## config.mk

```make
export PLATFORM = sky130hd
export DESIGN_NAME = reg_file
export DESIGN_NICKNAME = d
export VERILOG_FILES = /design/src/cpu_pkg.sv /design/src/reg_file.sv
export SDC_FILE = /design/constraint.sdc
export NUM_CORES = 1
export LEC_CHECK = 0
export BUFFER_PORTS_ARGS = -buffer_cell sky130_fd_sc_hd__buf_4
export CORE_MARGIN = 1
export CORE_UTILIZATION = 40
export CTS_CLUSTER_DIAMETER = 80
export DETAILED_ROUTE_END_ITERATION = 6
export GPL_TIMING_DRIVEN = 1
export HOLD_SLACK_MARGIN = 0.1
export PLACE_DENSITY_LB_ADDON = 0.2
export SYNTH_ARGS = -nofsm -noshare
export SYNTH_HDL_FRONTEND = slang
export SYNTH_SLANG_ARGS = --single-unit
export TNS_END_PERCENT = 20
```

## constraint.sdc

```tcl
create_clock -name clk -period 18.8 [get_ports clk]
set_input_delay 2.82 -clock clk [delete_from_list [all_inputs] [get_ports clk]]
set_output_delay 2.82 -clock clk [all_outputs]
set_load 0.03 [all_outputs]
```

## src/cpu_pkg.sv

```systemverilog
package cpu_pkg;

  // **************************************************
  // Widths and sizes
  // **************************************************
  localparam int dbits         = 32;
  localparam int regno_bits    = 4;
  localparam int imm_bits      = 16;
  // Byte address bits that index the memories
  localparam int mem_addr_bits = 16;
  // Words per memory, two low bits select the byte
  localparam int mem_words     = 1 << (mem_addr_bits - 2);
  localparam int hex_bits      = 24;
  localparam int key_bits      = 4;

  // **************************************************
  // Addresses and reset values
  // **************************************************
  localparam logic [dbits-1:0]    inst_size = 32'd4;
  localparam logic [dbits-1:0]    start_pc  = 32'h0000_0100;
  localparam logic [dbits-1:0]    addr_hex  = 32'hFFFF_F000;
  localparam logic [dbits-1:0]    addr_key  = 32'hFFFF_F080;
  localparam logic [hex_bits-1:0] hex_reset = 24'hFEDEAD;

  // Primary opcodes
  localparam logic [5:0] op1_alur = 6'b000000;
  localparam logic [5:0] op1_beq  = 6'b001000;
  localparam logic [5:0] op1_blt  = 6'b001001;
  localparam logic [5:0] op1_ble  = 6'b001010;
  localparam logic [5:0] op1_bne  = 6'b001011;
  localparam logic [5:0] op1_jal  = 6'b001100;
  localparam logic [5:0] op1_lw   = 6'b010010;
  localparam logic [5:0] op1_sw   = 6'b011010;
  localparam logic [5:0] op1_addi = 6'b100000;
  localparam logic [5:0] op1_andi = 6'b100100;
  localparam logic [5:0] op1_ori  = 6'b100101;
  localparam logic [5:0] op1_xori = 6'b100110;

  // Secondary opcodes, ALUR only
  localparam logic [7:0] op2_eq   = 8'b00001000;
  localparam logic [7:0] op2_lt   = 8'b00001001;
  localparam logic [7:0] op2_le   = 8'b00001010;
  localparam logic [7:0] op2_ne   = 8'b00001011;
  localparam logic [7:0] op2_add  = 8'b00100000;
  localparam logic [7:0] op2_and  = 8'b00100100;
  localparam logic [7:0] op2_or   = 8'b00100101;
  localparam logic [7:0] op2_xor  = 8'b00100110;
  localparam logic [7:0] op2_sub  = 8'b00101000;
  localparam logic [7:0] op2_nand = 8'b00101100;
  localparam logic [7:0] op2_nor  = 8'b00101101;
  localparam logic [7:0] op2_nxor = 8'b00101110;
  localparam logic [7:0] op2_rshf = 8'b00110000;
  localparam logic [7:0] op2_lshf = 8'b00110001;

  // **************************************************
  // Instruction word, register and immediate views
  // **************************************************
  typedef struct packed {
    logic [5:0]            op1;
    logic [7:0]            op2;
    logic [5:0]            pad;
    logic [regno_bits-1:0] rd;
    logic [regno_bits-1:0] rs;
    logic [regno_bits-1:0] rt;
  } alur_fmt_t;

  typedef struct packed {
    logic [5:0]            op1;
    logic [1:0]            pad;
    logic [imm_bits-1:0]   imm;
    logic [regno_bits-1:0] rs;
    logic [regno_bits-1:0] rt;
  } imm_fmt_t;

  typedef union packed {
    alur_fmt_t alur_fmt;
    imm_fmt_t  imm_fmt;
  } inst_t;

  // All zero, ALUR with an invalid op2 and no write
  localparam inst_t nop_inst = '0;

endpackage
```

## src/reg_file.sv

```systemverilog
`timescale 1ns/1ps

module reg_file import cpu_pkg::*; (
  input  logic                  clk,
  input  logic                  reset,
  input  logic [regno_bits-1:0] rs,
  input  logic [regno_bits-1:0] rt,
  input  logic                  wb_en,
  input  logic [regno_bits-1:0] wb_regno,
  input  logic [dbits-1:0]      wb_data,
  output logic [dbits-1:0]      rdata1,
  output logic [dbits-1:0]      rdata2
);

  logic [dbits-1:0] regs [1 << regno_bits];

  // Combinational read ports
  assign rdata1 = regs[rs];
  assign rdata2 = regs[rt];

  // Falling edge write, decode sees it before the next rising edge
  always_ff @(negedge clk or posedge reset) begin
    if (reset) begin
      for (int i = 0; i < (1 << regno_bits); i++) begin
        regs[i] <= '0;
      end
    end else if (wb_en) begin
      regs[wb_regno] <= wb_data;
    end
  end

endmodule

```

After elaboration in Yosys (flattened, before gate mapping). Index checks and enable logic that the tools add are counted.

Memories kept: 0. Word-level logic and storage cells: 33. Bits of input ports: 47. Latch bits: 0. Register bits: 512. Memory bits (writable): 0. Output and inout bits: 64. Bits in read-only memories: 0.

Multiplexer cells: 9. Add/sub/neg operators: 0. Multiply operators: 0. Divide/modulo/power cells: 0. Shifts and indexed selects: 0. Order comparisons: 4. Reduce and logical (&&, ||, !) cells: 1. Eq/ne operators: 0. Bitwise gates (word level): 3.

Operators by type and width (number): 512-bit bitwise mux (1); 32-bit binary-select mux with 4-bit select (2); 32-bit two-way mux (5); 32-bit demux with 4-bit select (1); 5-bit greater-or-equal comparator, second input constant (3); 4-bit inverter with 5-bit output (3); 5-bit by 1-bit less-than comparator with 1-bit output, second input constant (1); 1-bit logical AND (1).

Longest topological paths before layout. Gate-level depths: netlist of the first run.

Word-level depth: 6. Depth in mapped cells: 5.

==> results_tabular.tex, run 1 <==
\begin{tabular}{lr}
\hline
Metric & Value \\
\hline
\multicolumn{2}{l}{\textbf{STA}} \\
\quad Rel. slew slack & 0.225 \\
\quad Final number of setup-violating endpoints & 0 \\
\quad Number of hold violations in the final report & 0 \\
\quad RSZ-0062 raised after global routing & false \\
\quad Final setup skew & 0 ns \\
\quad Max-slew violation total from the final report & 0 \\
\quad Smallest setup slack after layout & 4.46 ns \\
\quad Worst-Margin Slew & 1.16 ns \\
\multicolumn{2}{l}{\textbf{Critical path}} \\
\quad Startpoint Class & register \\
\quad Data required time at the worst endpoint & 15.98 ns \\
\quad CP Data Arrival Time & 11.52 ns \\
\quad Crit Path Category & reg2out \\
\quad Critical-path maximum fanout & 3 \\
\quad Element type at the critical path end & primary output \\
\multicolumn{2}{l}{\textbf{Die}} \\
\quad Initial standard-cell utilization of the core & 0.408 \\
\quad DIE HEIGHT & 259 um \\
\quad DIE WIDTH & 259 um \\
\quad Number of I/O pins & 111 \\
\quad Floorplan Core Area & 64900 um\^{}2 \\
\quad Standard-cell row count & 93 \\
\quad Die area & 67300 um\^{}2 \\
\multicolumn{2}{l}{\textbf{Clock network}} \\
\quad TritonCTS Sinks & 512 \\
\quad CTS tree & done \\
\quad Latest clock arrival within the worst-skew pair & 0.59 ns \\
\quad Post-CTS Setup Bufs & 0 \\
\quad Clock transition at the register clock pins on the worst setup and hold paths after CTS & 0.04 ns \\
\quad Clock Path Buffers & 3 \\
\quad Post-cts gate resize count & 0 \\
\quad Clock tree root driver cell & sky130\_fd\_sc\_hd\_\_clkbuf\_16 \\
\quad Hold buffer count at cts & 0 \\
\quad H-tree depth reported by CTS & 2 \\
\quad Number of buffers created by CTS & 57 \\
\multicolumn{2}{l}{\textbf{Finish}} \\
\quad Nets & 1755 \\
\quad Share of post-route cells with drive strength above 1 & 0.582 \\
\quad Biggest register & regs \\
\quad Largest registers in the final layout & regs (512) \\
\quad Summed area of non-filler cells in the final layout & 30000 um\^{}2 \\
\quad Flip-flop count of the largest register after layout & 512 \\
\quad Antenna diode instance count & 0 \\
\quad Layout Area Growth over Synthesis & 13.3\% \\
\multicolumn{2}{l}{\textbf{Route}} \\
\quad Final WL & 72.5 mm \\
\quad Detailed router's first-iteration violation count & 1220 \\
\quad Post-route DRC & 0 \\
\quad Via Count & 16000 \\
\quad Antenna-violating nets left & 0 \\
\quad Pre-antenna DRT Iters & 7 \\
\quad Post-DR wirelength/cell & 27.7 um \\
\quad Number of vias per cell & 6.11 \\
\multicolumn{2}{l}{\textbf{Placement}} \\
\quad Port Buf Inserts & 110 \\
\quad Placed inst area & 28100 um\^{}2 \\
\quad Post-DP HPWL & 38.7 mm \\
\quad Post-Place Setup Slack & 4.49 ns \\
\quad Final RePlAce weighted congestion & 0.741 \\
\multicolumn{2}{l}{\textbf{Power and ir drop}} \\
\quad Part of the total power dissipated in the clock network & 0.323 \\
\quad Design internal power & 0.00256 W \\
\quad Total power divided by cell area & 119 nW/um\^{}2 \\
\quad Logic pwr share & 0.237 \\
\quad Leakage power of the design & 12.4 nW \\
\quad Net switching power of the design & 0.000993 W \\
\quad Switching part of the total & 0.279 \\
\quad Sequential cell fraction of total power & 0.440 \\
\quad Worst voltage drop across the vdd grid & 0.0000651 V \\
\multicolumn{2}{l}{\textbf{Logic synthesis}} \\
\quad Number of synthesized register bits & 512 \\
\quad Post-synth top area share & 0.484 \\
\quad Cell types occupying the most area after synthesis & sky130\_fd\_sc\_hd\_\_dfrtn\_1 48\%, sky130\_fd\_sc\_hd\_\_mux4\_2 22\%, sky130\_fd\_sc\_hd\_\_mux2\_2 21\% \\
\quad Number of nets in the synthesized netlist & 1724 \\
\quad Most area-hungry cell type in the Yosys netlist & sky130\_fd\_sc\_hd\_\_dfrtn\_1 \\
\quad Number of distinct library cells after synthesis & 20 \\
\quad Avg Inst Size Synth & 15.8 um\^{}2 \\
\quad Warnings from Yosys & 0 \\
\quad Post-Synthesis Cell Area & 26500 um\^{}2 \\
\quad Sequential area share after synthesis & 0.484 \\
\quad Cell count after synthesis & 1677 \\
\multicolumn{2}{l}{\textbf{Flow run}} \\
\quad \# Max-Cap Violations & 0 \\
\multicolumn{2}{l}{\textbf{Hold path}} \\
\quad Worst min path class & reg2reg \\
\multicolumn{2}{l}{\textbf{Global routing}} \\
\quad GRT Overall Usage & 0.221 \\
\quad Vias in the first global route & 17000 \\
\quad Pin count of the biggest net entering global routing & 188 \\
\quad Wire length of the first global-routing pass & 111 mm \\
\quad Number of antenna violations at the first check in global routing & 0 \\
\quad Grt total ovfl & 0 \\
\multicolumn{2}{l}{\textbf{Run status}} \\
\quad Status & finished, final reports clean \\
\hline
\end{tabular}
==> synth_stat cells <==
cell                       number
sky130_fd_sc_hd__nor2_1        12
sky130_fd_sc_hd__buf_4          4
sky130_fd_sc_hd__nand3_1        1
sky130_fd_sc_hd__nand2_1       66
sky130_fd_sc_hd__mux2_2       502
sky130_fd_sc_hd__nand3b_1       2
sky130_fd_sc_hd__or3_1          2
sky130_fd_sc_hd__nand2b_1       5
sky130_fd_sc_hd__nor2b_1        5
sky130_fd_sc_hd__a22oi_1      128
sky130_fd_sc_hd__nor3b_2        1
sky130_fd_sc_hd__buf_2         69
sky130_fd_sc_hd__clkbuf_1      94
sky130_fd_sc_hd__buf_6          3
sky130_fd_sc_hd__and2_1         2
sky130_fd_sc_hd__mux2_1        10
sky130_fd_sc_hd__inv_1          1
sky130_fd_sc_hd__dfrtn_1      512
sky130_fd_sc_hd__buf_1          2
sky130_fd_sc_hd__mux4_2       256
==> metal layers <==
| metal | share of wire | track usage | up-vias |
|---|---|---|---|
| met4 | 0.022 | 0.0578 | 0 |
| li1 | - | - | 6618 |
| met1 | 0.45 | 0.315 | 8812 |
| met3 | 0.052 | 0.0383 | 104 |
| met2 | 0.48 | 0.351 | 422 |
| met5 | 0 | 0 | - |
==> cell type report <==
cell class | instances | area [um^2]
clock buffers | 93 | 1810
well taps | 855 | 1070
flip-flops and latches | 512 | 12800
inverters | 1 | 7.51
fillers | 5685 | 34900
multi-input cells | 992 | 13000
clock inverters | 15 | 129
repair buffers | 144 | 1130
==> worst max-delay path, stage by stage (launching register included) <==
cell,delay (ns)
sky130_fd_sc_hd__dfrtn_1,0.36
sky130_fd_sc_hd__mux4_2,0.47
sky130_fd_sc_hd__a22oi_1,0.36
sky130_fd_sc_hd__nand2_1,0.16
sky130_fd_sc_hd__buf_4,0.19
==> cells by family after synthesis <==
family / synth area share
DFF: 0.484
buffers and inverters: 0.0292
muxes: 0.435
AOI/OAI and AO/OA: 0.0363
and+or+nand+nor: 0.0156
==> worst paths after layout <==
path                       slack [ns]  startpoint  cells after the start    endpoint
max in group asynchronous        5.50       reset                      3   regs[374]
setup / recovery                 4.46   regs[426]                      4  rdata2[10]
min in group asynchronous       11.72       reset                      2    regs[29]
hold reg to reg                  0.46   regs[408]                      1   regs[408]
hold / removal                   0.46   regs[408]                      1   regs[408]
setup reg to reg                17.97   regs[365]                      1   regs[365]
==> through the flow <==
| stage | total power (W) | util | hold slack (ns) | instances | TNS [ns] |
|---|---|---|---|---|---|
| after global routing | 0.00373 | 0.462 | 0.467 | 2612 | 0 |
| after global placement | 0.00239 | 0.432 | 0.445 | 2504 | 0 |
| after detailed placement | 0.00243 | 0.432 | 0.458 | 2504 | 0 |
| final | 0.00356 | 0.462 | 0.456 | 2612 | 0 |
| after floorplan | 0.00218 | - | 0.431 | 1677 | -74.10 |
| after CTS | 0.00359 | 0.462 | 0.458 | 2612 | 0 |
==> power groups by stage <==
stage | logic, W | clock network [W] | registers (W)
floorplan | 0.000663 | 0 | 0.00152
global placement | 0.000832 | 0 | 0.00155
global route | 0.000903 | 0.00122 | 0.00160
CTS | 0.000853 | 0.00117 | 0.00156
detailed placement | 0.000850 | 0 | 0.00158
finish | 0.000844 | 0.00115 | 0.00157
==> cells in the final DEF (no fill, tap or decap) <==
cell type and instances:
sky130_fd_sc_hd__or3_2 2, sky130_fd_sc_hd__dfrtn_1 512, sky130_fd_sc_hd__nor3b_2 1, sky130_fd_sc_hd__nor2_4 11
sky130_fd_sc_hd__nand3_1 1, sky130_fd_sc_hd__clkinvlp_4 1, sky130_fd_sc_hd__nor2b_4 5, sky130_fd_sc_hd__mux2_2 502
sky130_fd_sc_hd__buf_8 2, sky130_fd_sc_hd__nand3b_1 2, sky130_fd_sc_hd__clkbuf_16 59, sky130_fd_sc_hd__nand2b_2 3
sky130_fd_sc_hd__buf_12 2, sky130_fd_sc_hd__and2_2 2, sky130_fd_sc_hd__nor2_1 1, sky130_fd_sc_hd__inv_6 1
sky130_fd_sc_hd__buf_6 2, sky130_fd_sc_hd__clkbuf_1 13, sky130_fd_sc_hd__mux4_2 256, sky130_fd_sc_hd__mux2_1 10
sky130_fd_sc_hd__nand2_2 1, sky130_fd_sc_hd__clkbuf_8 21, sky130_fd_sc_hd__nand2b_1 2, sky130_fd_sc_hd__a22oi_1 128
sky130_fd_sc_hd__bufinv_16 2, sky130_fd_sc_hd__buf_4 138, sky130_fd_sc_hd__clkinv_2 12, sky130_fd_sc_hd__nand2_1 65
Note: power is estimated with default switching activity, not from simulation.
==> run 2: changes to the inputs <==
==> constraint.sdc (replaced) <==
create_clock -name clk -period 14.6 [get_ports clk]
set_input_delay 2.19 -clock clk [delete_from_list [all_inputs] [get_ports clk]]
set_output_delay 2.19 -clock clk [all_outputs]
set_load 0.03 [all_outputs]
==> run 2 against run 1 <==
Worst hold slack improved by 0.0057 ns. Cell area fell by 0.30%. Via count barely moved. Combinational power rose by 28%. Critical path type unchanged. Wire length fell by 0.11%. Utilization fell by 0.14 points. Sequential power rose by 29%. Global-route usage fell by 0.10 points. Clock-buffer cell count fell by 15. Worst setup slack got worse by 1.5 ns. Clock skew did not move. Power rose by 27%.
==> results_tabular.tex, run 2 (synthesized netlist as in run 1, its figures left out) <==
\begin{tabular}{lr}
\hline
Metric & Value \\
\hline
\multicolumn{2}{l}{\textbf{Run status}} \\
\quad Status & finished, final reports clean \\
\multicolumn{2}{l}{\textbf{Clock network}} \\
\quad Latest clock arrival within the worst-skew pair & 0.59 ns \\
\quad CTS tree & done \\
\quad Post-CTS Setup Bufs & 0 \\
\quad Clock Path Buffers & 3 \\
\quad Clock tree root driver cell & sky130\_fd\_sc\_hd\_\_clkbuf\_16 \\
\quad Post-cts gate resize count & 0 \\
\quad Number of buffers created by CTS & 57 \\
\quad TritonCTS Sinks & 512 \\
\quad H-tree depth reported by CTS & 2 \\
\quad Hold buffer count at cts & 0 \\
\quad Clock transition at the register clock pins on the worst setup and hold paths after CTS & 0.04 ns \\
\multicolumn{2}{l}{\textbf{Route}} \\
\quad Via Count & 16000 \\
\quad Post-route DRC & 0 \\
\quad Detailed router's first-iteration violation count & 1111 \\
\quad DR WL met2 & 34.3 mm \\
\quad Post-DR wirelength/cell & 27.8 um \\
\quad Antenna-violating nets left & 0 \\
\quad Pre-antenna DRT Iters & 5 \\
\quad WL met1 & 31.9 mm \\
\quad Final WL & 72.4 mm \\
\quad Top routing layer in use & met4 \\
\quad Number of vias per cell & 6.13 \\
\quad Total length of routed met3 wires & 4.30 mm \\
\multicolumn{2}{l}{\textbf{Power and ir drop}} \\
\quad Worst voltage drop across the vdd grid & 0.0000844 V \\
\quad Logic pwr share & 0.239 \\
\quad Net switching power of the design & 0.00127 W \\
\quad Total power divided by cell area & 151 nW/um\^{}2 \\
\quad Sequential cell fraction of total power & 0.446 \\
\quad Part of the total power dissipated in the clock network & 0.315 \\
\quad Design internal power & 0.00326 W \\
\quad Switching part of the total & 0.281 \\
\quad Leakage power of the design & 12.4 nW \\
\multicolumn{2}{l}{\textbf{Critical path}} \\
\quad Startpoint Class & register \\
\quad Cell type group with the largest total delay on the critical path & multiplexers \\
\quad Crit path buf inv count & 1 \\
\quad Element type at the critical path end & primary output \\
\quad Crit Path Category & reg2out \\
\quad CP max stage cell & sky130\_fd\_sc\_hd\_\_mux4\_2 \\
\quad Critical-path maximum fanout & 3 \\
\quad Delay of the slowest cell on the worst path & 0.47 ns \\
\quad Data required time at the worst endpoint & 12.41 ns \\
\quad Crit-path cells & mux4\_2 > a22oi\_1 > nand2\_1 > buf\_4 \\
\quad CP Data Arrival Time & 9.48 ns \\
\multicolumn{2}{l}{\textbf{Flow run}} \\
\quad \# Max-Cap Violations & 0 \\
\multicolumn{2}{l}{\textbf{Finish}} \\
\quad Antenna diode instance count & 0 \\
\quad Share of post-route cells with drive strength above 1 & 0.582 \\
\quad Most common cell after layout, fill and taps aside & sky130\_fd\_sc\_hd\_\_dfrtn\_1 \\
\quad Biggest register & regs \\
\quad Multi-input logic area & 13000 um\^{}2 \\
\quad Total area of sequential cells & 12800 um\^{}2 \\
\quad Largest registers in the final layout & regs (512) \\
\quad Non-filler instance count after layout & 2607 \\
\quad Nets & 1756 \\
\quad Leading cell types in the layout, fill and taps excluded & 512 x sky130\_fd\_sc\_hd\_\_dfrtn\_1, 502 x sky130\_fd\_sc\_hd\_\_mux2\_2, 256 x sky130\_fd\_sc\_hd\_\_mux4\_2 \\
\quad Flip-flop count of the largest register after layout & 512 \\
\quad Filler cells & 5703 \\
\quad Final Util & 0.461 \\
\quad Layout Area Growth over Synthesis & 12.9\% \\
\multicolumn{2}{l}{\textbf{STA}} \\
\quad Worst-Margin Slew & 1.09 ns \\
\quad Rel. slew slack & 0.274 \\
\quad Final setup skew & 0 ns \\
\quad RSZ-0062 raised after global routing & false \\
\quad Final number of setup-violating endpoints & 0 \\
\quad Number of hold violations in the final report & 0 \\
\quad Max-slew violation total from the final report & 0 \\
\quad Final hold slack & 0.462 ns \\
\multicolumn{2}{l}{\textbf{Global routing}} \\
\quad Pin count of the biggest net entering global routing & 168 \\
\quad Vias in the first global route & 17000 \\
\quad Grt total ovfl & 0 \\
\quad Wire length of the first global-routing pass & 111 mm \\
\quad Number of antenna violations at the first check in global routing & 0 \\
\quad GRT Overall Usage & 0.220 \\
\multicolumn{2}{l}{\textbf{Die}} \\
\quad DIE WIDTH & 259 um \\
\quad Initial standard-cell utilization of the core & 0.408 \\
\quad Number of I/O pins & 111 \\
\quad Standard-cell row count & 93 \\
\quad DIE HEIGHT & 259 um \\
\quad Die area & 67300 um\^{}2 \\
\quad Floorplan Core Area & 64900 um\^{}2 \\
\multicolumn{2}{l}{\textbf{Hold path}} \\
\quad Worst min path class & reg2reg \\
\multicolumn{2}{l}{\textbf{Placement}} \\
\quad Final RePlAce weighted congestion & 0.723 \\
\quad Post-DP HPWL & 39.7 mm \\
\quad Port Buf Inserts & 110 \\
\quad Placed instance count & 2505 \\
\hline
\end{tabular}
==> run 2: cell types whose count changed in the layout (fill, tap and decap cells not counted), sizes merged <==
cell	change
buf	+1
bufinv	+2
clkbuf	-15
clkinv	+3
clkinvlp	+2
inv	+2
==> run 2: stage by stage <==
| stage | worst slack, ns | setup TNS (ns) | power (W) | area, um^2 |
|---|---|---|---|---|
| global route | 2.91 | 0 | 0.00475 | 29900 |
| CTS | 2.95 | 0 | 0.00458 | 29900 |
| floorplan | -1.61 | -826.74 | 0.00281 | 26500 |
| global placement | 2.93 | 0 | 0.00308 | 28100 |
| detailed placement | 2.89 | 0 | 0.00313 | 28100 |
| finish | 2.93 | 0 | 0.00453 | 29900 |
==> run 2: final cells by class <==
class / count / area share
clock inverter: 24 / 0.00803
timing repair buffer: 145 / 0.0380
sequential: 512 / 0.428
multi-input combinational: 992 / 0.436
clock buffer: 78 / 0.0537
inverter: 1 / 0.000251
tap: 855 / 0.0358
==> run 2: path summary, 6_finish.rpt <==
check	slack, ns	endpoint	from	depth (start not counted)
setup / recovery	2.93	rdata1[10]	regs[394]	4
hold / removal	0.46	regs[119]	regs[119]	1
setup reg to reg	13.68	regs[25]	regs[25]	1
hold reg to reg	0.46	regs[119]	regs[119]	1
max in group asynchronous	4.04	regs[118]	reset	4
min in group asynchronous	8.85	regs[317]	reset	2
==> run 2: routing by layer <==
layer	GRT usage	vias up
li1	-	6630
met1	0.311	8749
met2	0.345	470
met3	0.0390	120
met4	0.0714	0
met5	0	-
==> run 2: power by group through the flow <==
stage	sequential [W]	clock, W	combinational (W)
2_1_floorplan	0.00196	0	0.000853
3_3_place_gp	0.00201	0	0.00107
3_5_place_dp	0.00204	0	0.00109
4_1_cts	0.00201	0.00147	0.00110
5_1_grt	0.00207	0.00152	0.00116
6_report	0.00202	0.00143	0.00108
==> run 3: changes to the inputs <==
--- a/config.mk
+++ b/config.mk
@@ -5,6 +5,7 @@
 export SDC_FILE = /design/constraint.sdc
 export NUM_CORES = 1
 export LEC_CHECK = 0
+export ABC_AREA = 1
 export BUFFER_PORTS_ARGS = -buffer_cell sky130_fd_sc_hd__buf_4
 export CORE_MARGIN = 1
 export CORE_UTILIZATION = 40
==> constraint.sdc (replaced) <==
create_clock -name clk -period 10.3 [get_ports clk]
set_input_delay 1.545 -clock clk [delete_from_list [all_inputs] [get_ports clk]]
set_output_delay 1.545 -clock clk [all_outputs]
set_load 0.03 [all_outputs]
==> run 3 against run 2 <==
The run now ends with DRC left. Combinational power rose by 44%. Register-to-register slack got worse by 4.1 ns. Die area up 12%. Clock skew is the same. Worst hold slack worse by 0.034 ns. Sequential cell count did not move. Synthesized cell count grew to 2.6 times the previous value. Sequential share of layout area shrank 3.8 points. Critical path type unchanged.
==> results_tabular.tex, run 3 <==
\begin{tabular}{lr}
\hline
Metric & Value \\
\hline
\multicolumn{2}{l}{\textbf{Run status}} \\
\quad Status & finished, violations left \\
\quad Failing checks & DRC \\
\multicolumn{2}{l}{\textbf{Route}} \\
\quad Pre-antenna DRT Iters & 7 \\
\quad Number of vias per cell & 5.35 \\
\quad Antenna-violating nets left & 0 \\
\quad Detailed router's first-iteration violation count & 3267 \\
\quad Via Count & 28500 \\
\quad Post-DR wirelength/cell & 19.4 um \\
\quad Post-route DRC & 6 \\
\quad Final WL & 103 mm \\
\multicolumn{2}{l}{\textbf{Clock network}} \\
\quad Clock tree root driver cell & sky130\_fd\_sc\_hd\_\_clkbuf\_16 \\
\quad Latest clock arrival within the worst-skew pair & 0.61 ns \\
\quad CTS tree & done \\
\quad Clock Path Buffers & 3 \\
\quad H-tree depth reported by CTS & 2 \\
\quad Post-CTS Setup Bufs & 0 \\
\quad Hold buffer count at cts & 0 \\
\quad Clock transition at the register clock pins on the worst setup and hold paths after CTS & 0.04 ns \\
\quad Post-cts gate resize count & 0 \\
\quad TritonCTS Sinks & 512 \\
\quad Number of buffers created by CTS & 59 \\
\multicolumn{2}{l}{\textbf{Power and ir drop}} \\
\quad Design internal power & 0.00433 W \\
\quad Logic pwr share & 0.241 \\
\quad Worst voltage drop across the vdd grid & 0.000149 V \\
\quad Switching part of the total & 0.330 \\
\quad Leakage power of the design & 17.1 nW \\
\quad Part of the total power dissipated in the clock network & 0.345 \\
\quad Net switching power of the design & 0.00214 W \\
\quad Total power divided by cell area & 197 nW/um\^{}2 \\
\quad Sequential cell fraction of total power & 0.414 \\
\multicolumn{2}{l}{\textbf{Critical path}} \\
\quad CP Data Arrival Time & 7.17 ns \\
\quad Reg-to-reg setup timing slack & 9.55 ns \\
\quad Data required time at the worst endpoint & 8.76 ns \\
\quad Critical-path maximum fanout & 3 \\
\quad R2R Path Start & regs[164] \\
\quad Reg-to-Reg End & regs[164] \\
\quad Count of cells along the worst register-to-register path & 2 \\
\quad Crit Path Category & reg2out \\
\quad Element type at the critical path end & primary output \\
\quad Startpoint Class & register \\
\multicolumn{2}{l}{\textbf{Finish}} \\
\quad Leading cell types in the layout, fill and taps excluded & 1601 x sky130\_fd\_sc\_hd\_\_nand2\_1, 896 x sky130\_fd\_sc\_hd\_\_nand3\_1, 545 x sky130\_fd\_sc\_hd\_\_inv\_1 \\
\quad Total area of sequential cells & 12800 um\^{}2 \\
\quad Antenna diode instance count & 0 \\
\quad Nets & 4362 \\
\quad Most common cell after layout, fill and taps aside & sky130\_fd\_sc\_hd\_\_nand2\_1 \\
\quad Layout Area Growth over Synthesis & 10.0\% \\
\quad Summed area of non-filler cells in the final layout & 32800 um\^{}2 \\
\quad Filler cells & 7714 \\
\quad Flip-flop count of the largest register after layout & 512 \\
\quad Largest registers in the final layout & regs (512) \\
\quad Share of post-route cells with drive strength above 1 & 0.0711 \\
\quad Biggest register & regs \\
\quad Multi-input logic area & 13400 um\^{}2 \\
\multicolumn{2}{l}{\textbf{STA}} \\
\quad Worst-Margin Slew & 1.21 ns \\
\quad Final hold slack & 0.428 ns \\
\quad RSZ-0062 raised after global routing & false \\
\quad Final number of setup-violating endpoints & 0 \\
\quad Final setup skew & 0 ns \\
\quad Smallest setup slack after layout & 1.59 ns \\
\quad Rel. slew slack & 0.192 \\
\quad Number of hold violations in the final report & 0 \\
\quad Max-slew violation total from the final report & 0 \\
\quad Total negative slack & 0 ns \\
\multicolumn{2}{l}{\textbf{Logic synthesis}} \\
\quad Avg Inst Size Synth & 6.71 um\^{}2 \\
\quad Cell count after synthesis & 4444 \\
\quad Number of enable flip-flop cells after synthesis & 0 \\
\quad Most frequent cell after synthesis & sky130\_fd\_sc\_hd\_\_nand2\_1 \\
\quad Number of synthesized register bits & 512 \\
\quad Sequential area share after synthesis & 0.430 \\
\quad Most used standard cells in the synthesized netlist & 1601 x sky130\_fd\_sc\_hd\_\_nand2\_1, 896 x sky130\_fd\_sc\_hd\_\_nand3\_1, 552 x sky130\_fd\_sc\_hd\_\_inv\_1 \\
\quad Most used DFF post-synth & sky130\_fd\_sc\_hd\_\_dfrtn\_1 \\
\quad Number of nets in the synthesized netlist & 4491 \\
\quad Number of distinct library cells after synthesis & 21 \\
\quad Cell types occupying the most area after synthesis & sky130\_fd\_sc\_hd\_\_dfrtn\_1 43\%, sky130\_fd\_sc\_hd\_\_nand2\_1 20\%, sky130\_fd\_sc\_hd\_\_nand3\_1 15\% \\
\quad Post-Synthesis Cell Area & 29800 um\^{}2 \\
\quad Warnings from Yosys & 0 \\
\quad Most area-hungry cell type in the Yosys netlist & sky130\_fd\_sc\_hd\_\_dfrtn\_1 \\
\quad Async set-or-reset flop fraction in the synthesized netlist & 1.00 \\
\quad Post-synth top area share & 0.430 \\
\multicolumn{2}{l}{\textbf{Global routing}} \\
\quad Grt total ovfl & 0 \\
\quad Pin count of the biggest net entering global routing & 157 \\
\quad Number of antenna violations at the first check in global routing & 6 \\
\quad Wire length of the first global-routing pass & 160 mm \\
\quad Vias in the first global route & 26600 \\
\quad GRT Overall Usage & 0.274 \\
\multicolumn{2}{l}{\textbf{Die}} \\
\quad Die area & 75600 um\^{}2 \\
\quad Initial standard-cell utilization of the core & 0.407 \\
\quad DIE WIDTH & 275 um \\
\quad Floorplan Core Area & 73300 um\^{}2 \\
\quad Standard-cell row count & 99 \\
\quad DIE HEIGHT & 275 um \\
\quad Number of I/O pins & 111 \\
\multicolumn{2}{l}{\textbf{Placement}} \\
\quad Post-DP HPWL & 56.5 mm \\
\quad Post-Place Setup Slack & 1.61 ns \\
\quad Placed inst area & 30800 um\^{}2 \\
\quad Final RePlAce weighted congestion & 0.792 \\
\quad Port Buf Inserts & 110 \\
\multicolumn{2}{l}{\textbf{Hold path}} \\
\quad Worst hold path endpoint & regs[485] \\
\quad Depth of the worst hold-timing path & 2 \\
\quad Worst min-delay path startpoint & regs[485] \\
\quad Worst min path class & reg2reg \\
\multicolumn{2}{l}{\textbf{Flow run}} \\
\quad \# Max-Cap Violations & 0 \\
\hline
\end{tabular}
-- run 3: changes by cell type after synthesis, moves of 13 or more --
| cell | previous run | this run |
|---|---|---|
| sky130_fd_sc_hd__buf_2 | 69 | 117 |
| sky130_fd_sc_hd__buf_1 | 2 | 47 |
| sky130_fd_sc_hd__o21ai_2 | 0 | 28 |
| sky130_fd_sc_hd__nand2_1 | 66 | 1601 |
| sky130_fd_sc_hd__clkbuf_1 | 94 | 162 |
| sky130_fd_sc_hd__nand2_2 | 0 | 13 |
| sky130_fd_sc_hd__mux4_2 | 256 | 0 |
| sky130_fd_sc_hd__o21ai_1 | 0 | 61 |
| sky130_fd_sc_hd__o21ai_0 | 0 | 423 |
| sky130_fd_sc_hd__mux2_2 | 502 | 0 |
| sky130_fd_sc_hd__inv_1 | 1 | 552 |
| sky130_fd_sc_hd__nand3_1 | 1 | 896 |
| sky130_fd_sc_hd__a22oi_1 | 128 | 0 |
-- run 3: through the flow --
stage,total power [W],utilization,instances
floorplan,0.00384,-,4444
global placement,0.00422,0.420,5213
detailed placement,0.00426,0.420,5213
CTS,0.00650,0.447,5322
global route,0.00687,0.447,5322
finish,0.00647,0.447,5322
-- run 3: kinds of logic (layout without fill, tap and decap cells) --
family / count (synthesis) / after routing / synth area share
simple gates: 2524 / 2524 / 0.361
buf+inv: 896 / 815 / 0.120
compound gates: 512 / 512 / 0.0895
flops: 512 / 512 / 0.430
-- run 3: worst max-delay path: stages, from the launching register on --
cell and delay [ns]:
sky130_fd_sc_hd__dfrtn_1 0.38, sky130_fd_sc_hd__inv_1 0.10, sky130_fd_sc_hd__nand2_1 0.08, sky130_fd_sc_hd__nand3_1 0.09, sky130_fd_sc_hd__nand3_1 0.12, sky130_fd_sc_hd__nand3_1 0.10, sky130_fd_sc_hd__nand2_1 0.32, sky130_fd_sc_hd__buf_4 0.23
-- run 3: cell type report --
type / count / area share
Clock buffer: 87 / 0.0531
Clock inverter: 22 / 0.00923
Inverter: 557 / 0.0645
Multi-Input combinational cell: 3036 / 0.409
Sequential cell: 512 / 0.390
Tap cell: 959 / 0.0366
Timing Repair Buffer: 149 / 0.0367
-- run 3: how the worst max path moves through the flow --
stage	startpoint	to	slack, ns	cells after the start
after floorplan	reset	regs[0]	-3.12	1
after global placement	wb_en	regs[447]	1.63	7
after detailed placement	wb_en	regs[425]	1.61	7
after CTS	regs[82]	rdata2[18]	1.56	7
after global routing	regs[371]	rdata1[19]	1.51	7
final	regs[82]	rdata2[18]	1.59	7
-- run 3: power groups by stage --
| stage | Sequential (W) | Clock [W] | Combinational [W] |
|---|---|---|---|
| 5_1_grt | 0.00273 | 0.00235 | 0.00180 |
| 6_report | 0.00268 | 0.00223 | 0.00156 |
| 2_1_floorplan | 0.00266 | 0 | 0.00118 |
| 4_1_cts | 0.00268 | 0.00227 | 0.00156 |
| 3_3_place_gp | 0.00270 | 0 | 0.00152 |
| 3_5_place_dp | 0.00270 | 0 | 0.00155 |
-- run 3: routing by layer --
layer  routed length (um)  track usage  up-vias  part of all wire
met5                   66            0        -           0.00064
li1                     -            -    13700                 -
met3                 8140       0.0398      189             0.079
met2                44800        0.422     1069              0.43
met1                47600        0.397    13500              0.46
met4                 2760       0.0805       10             0.027
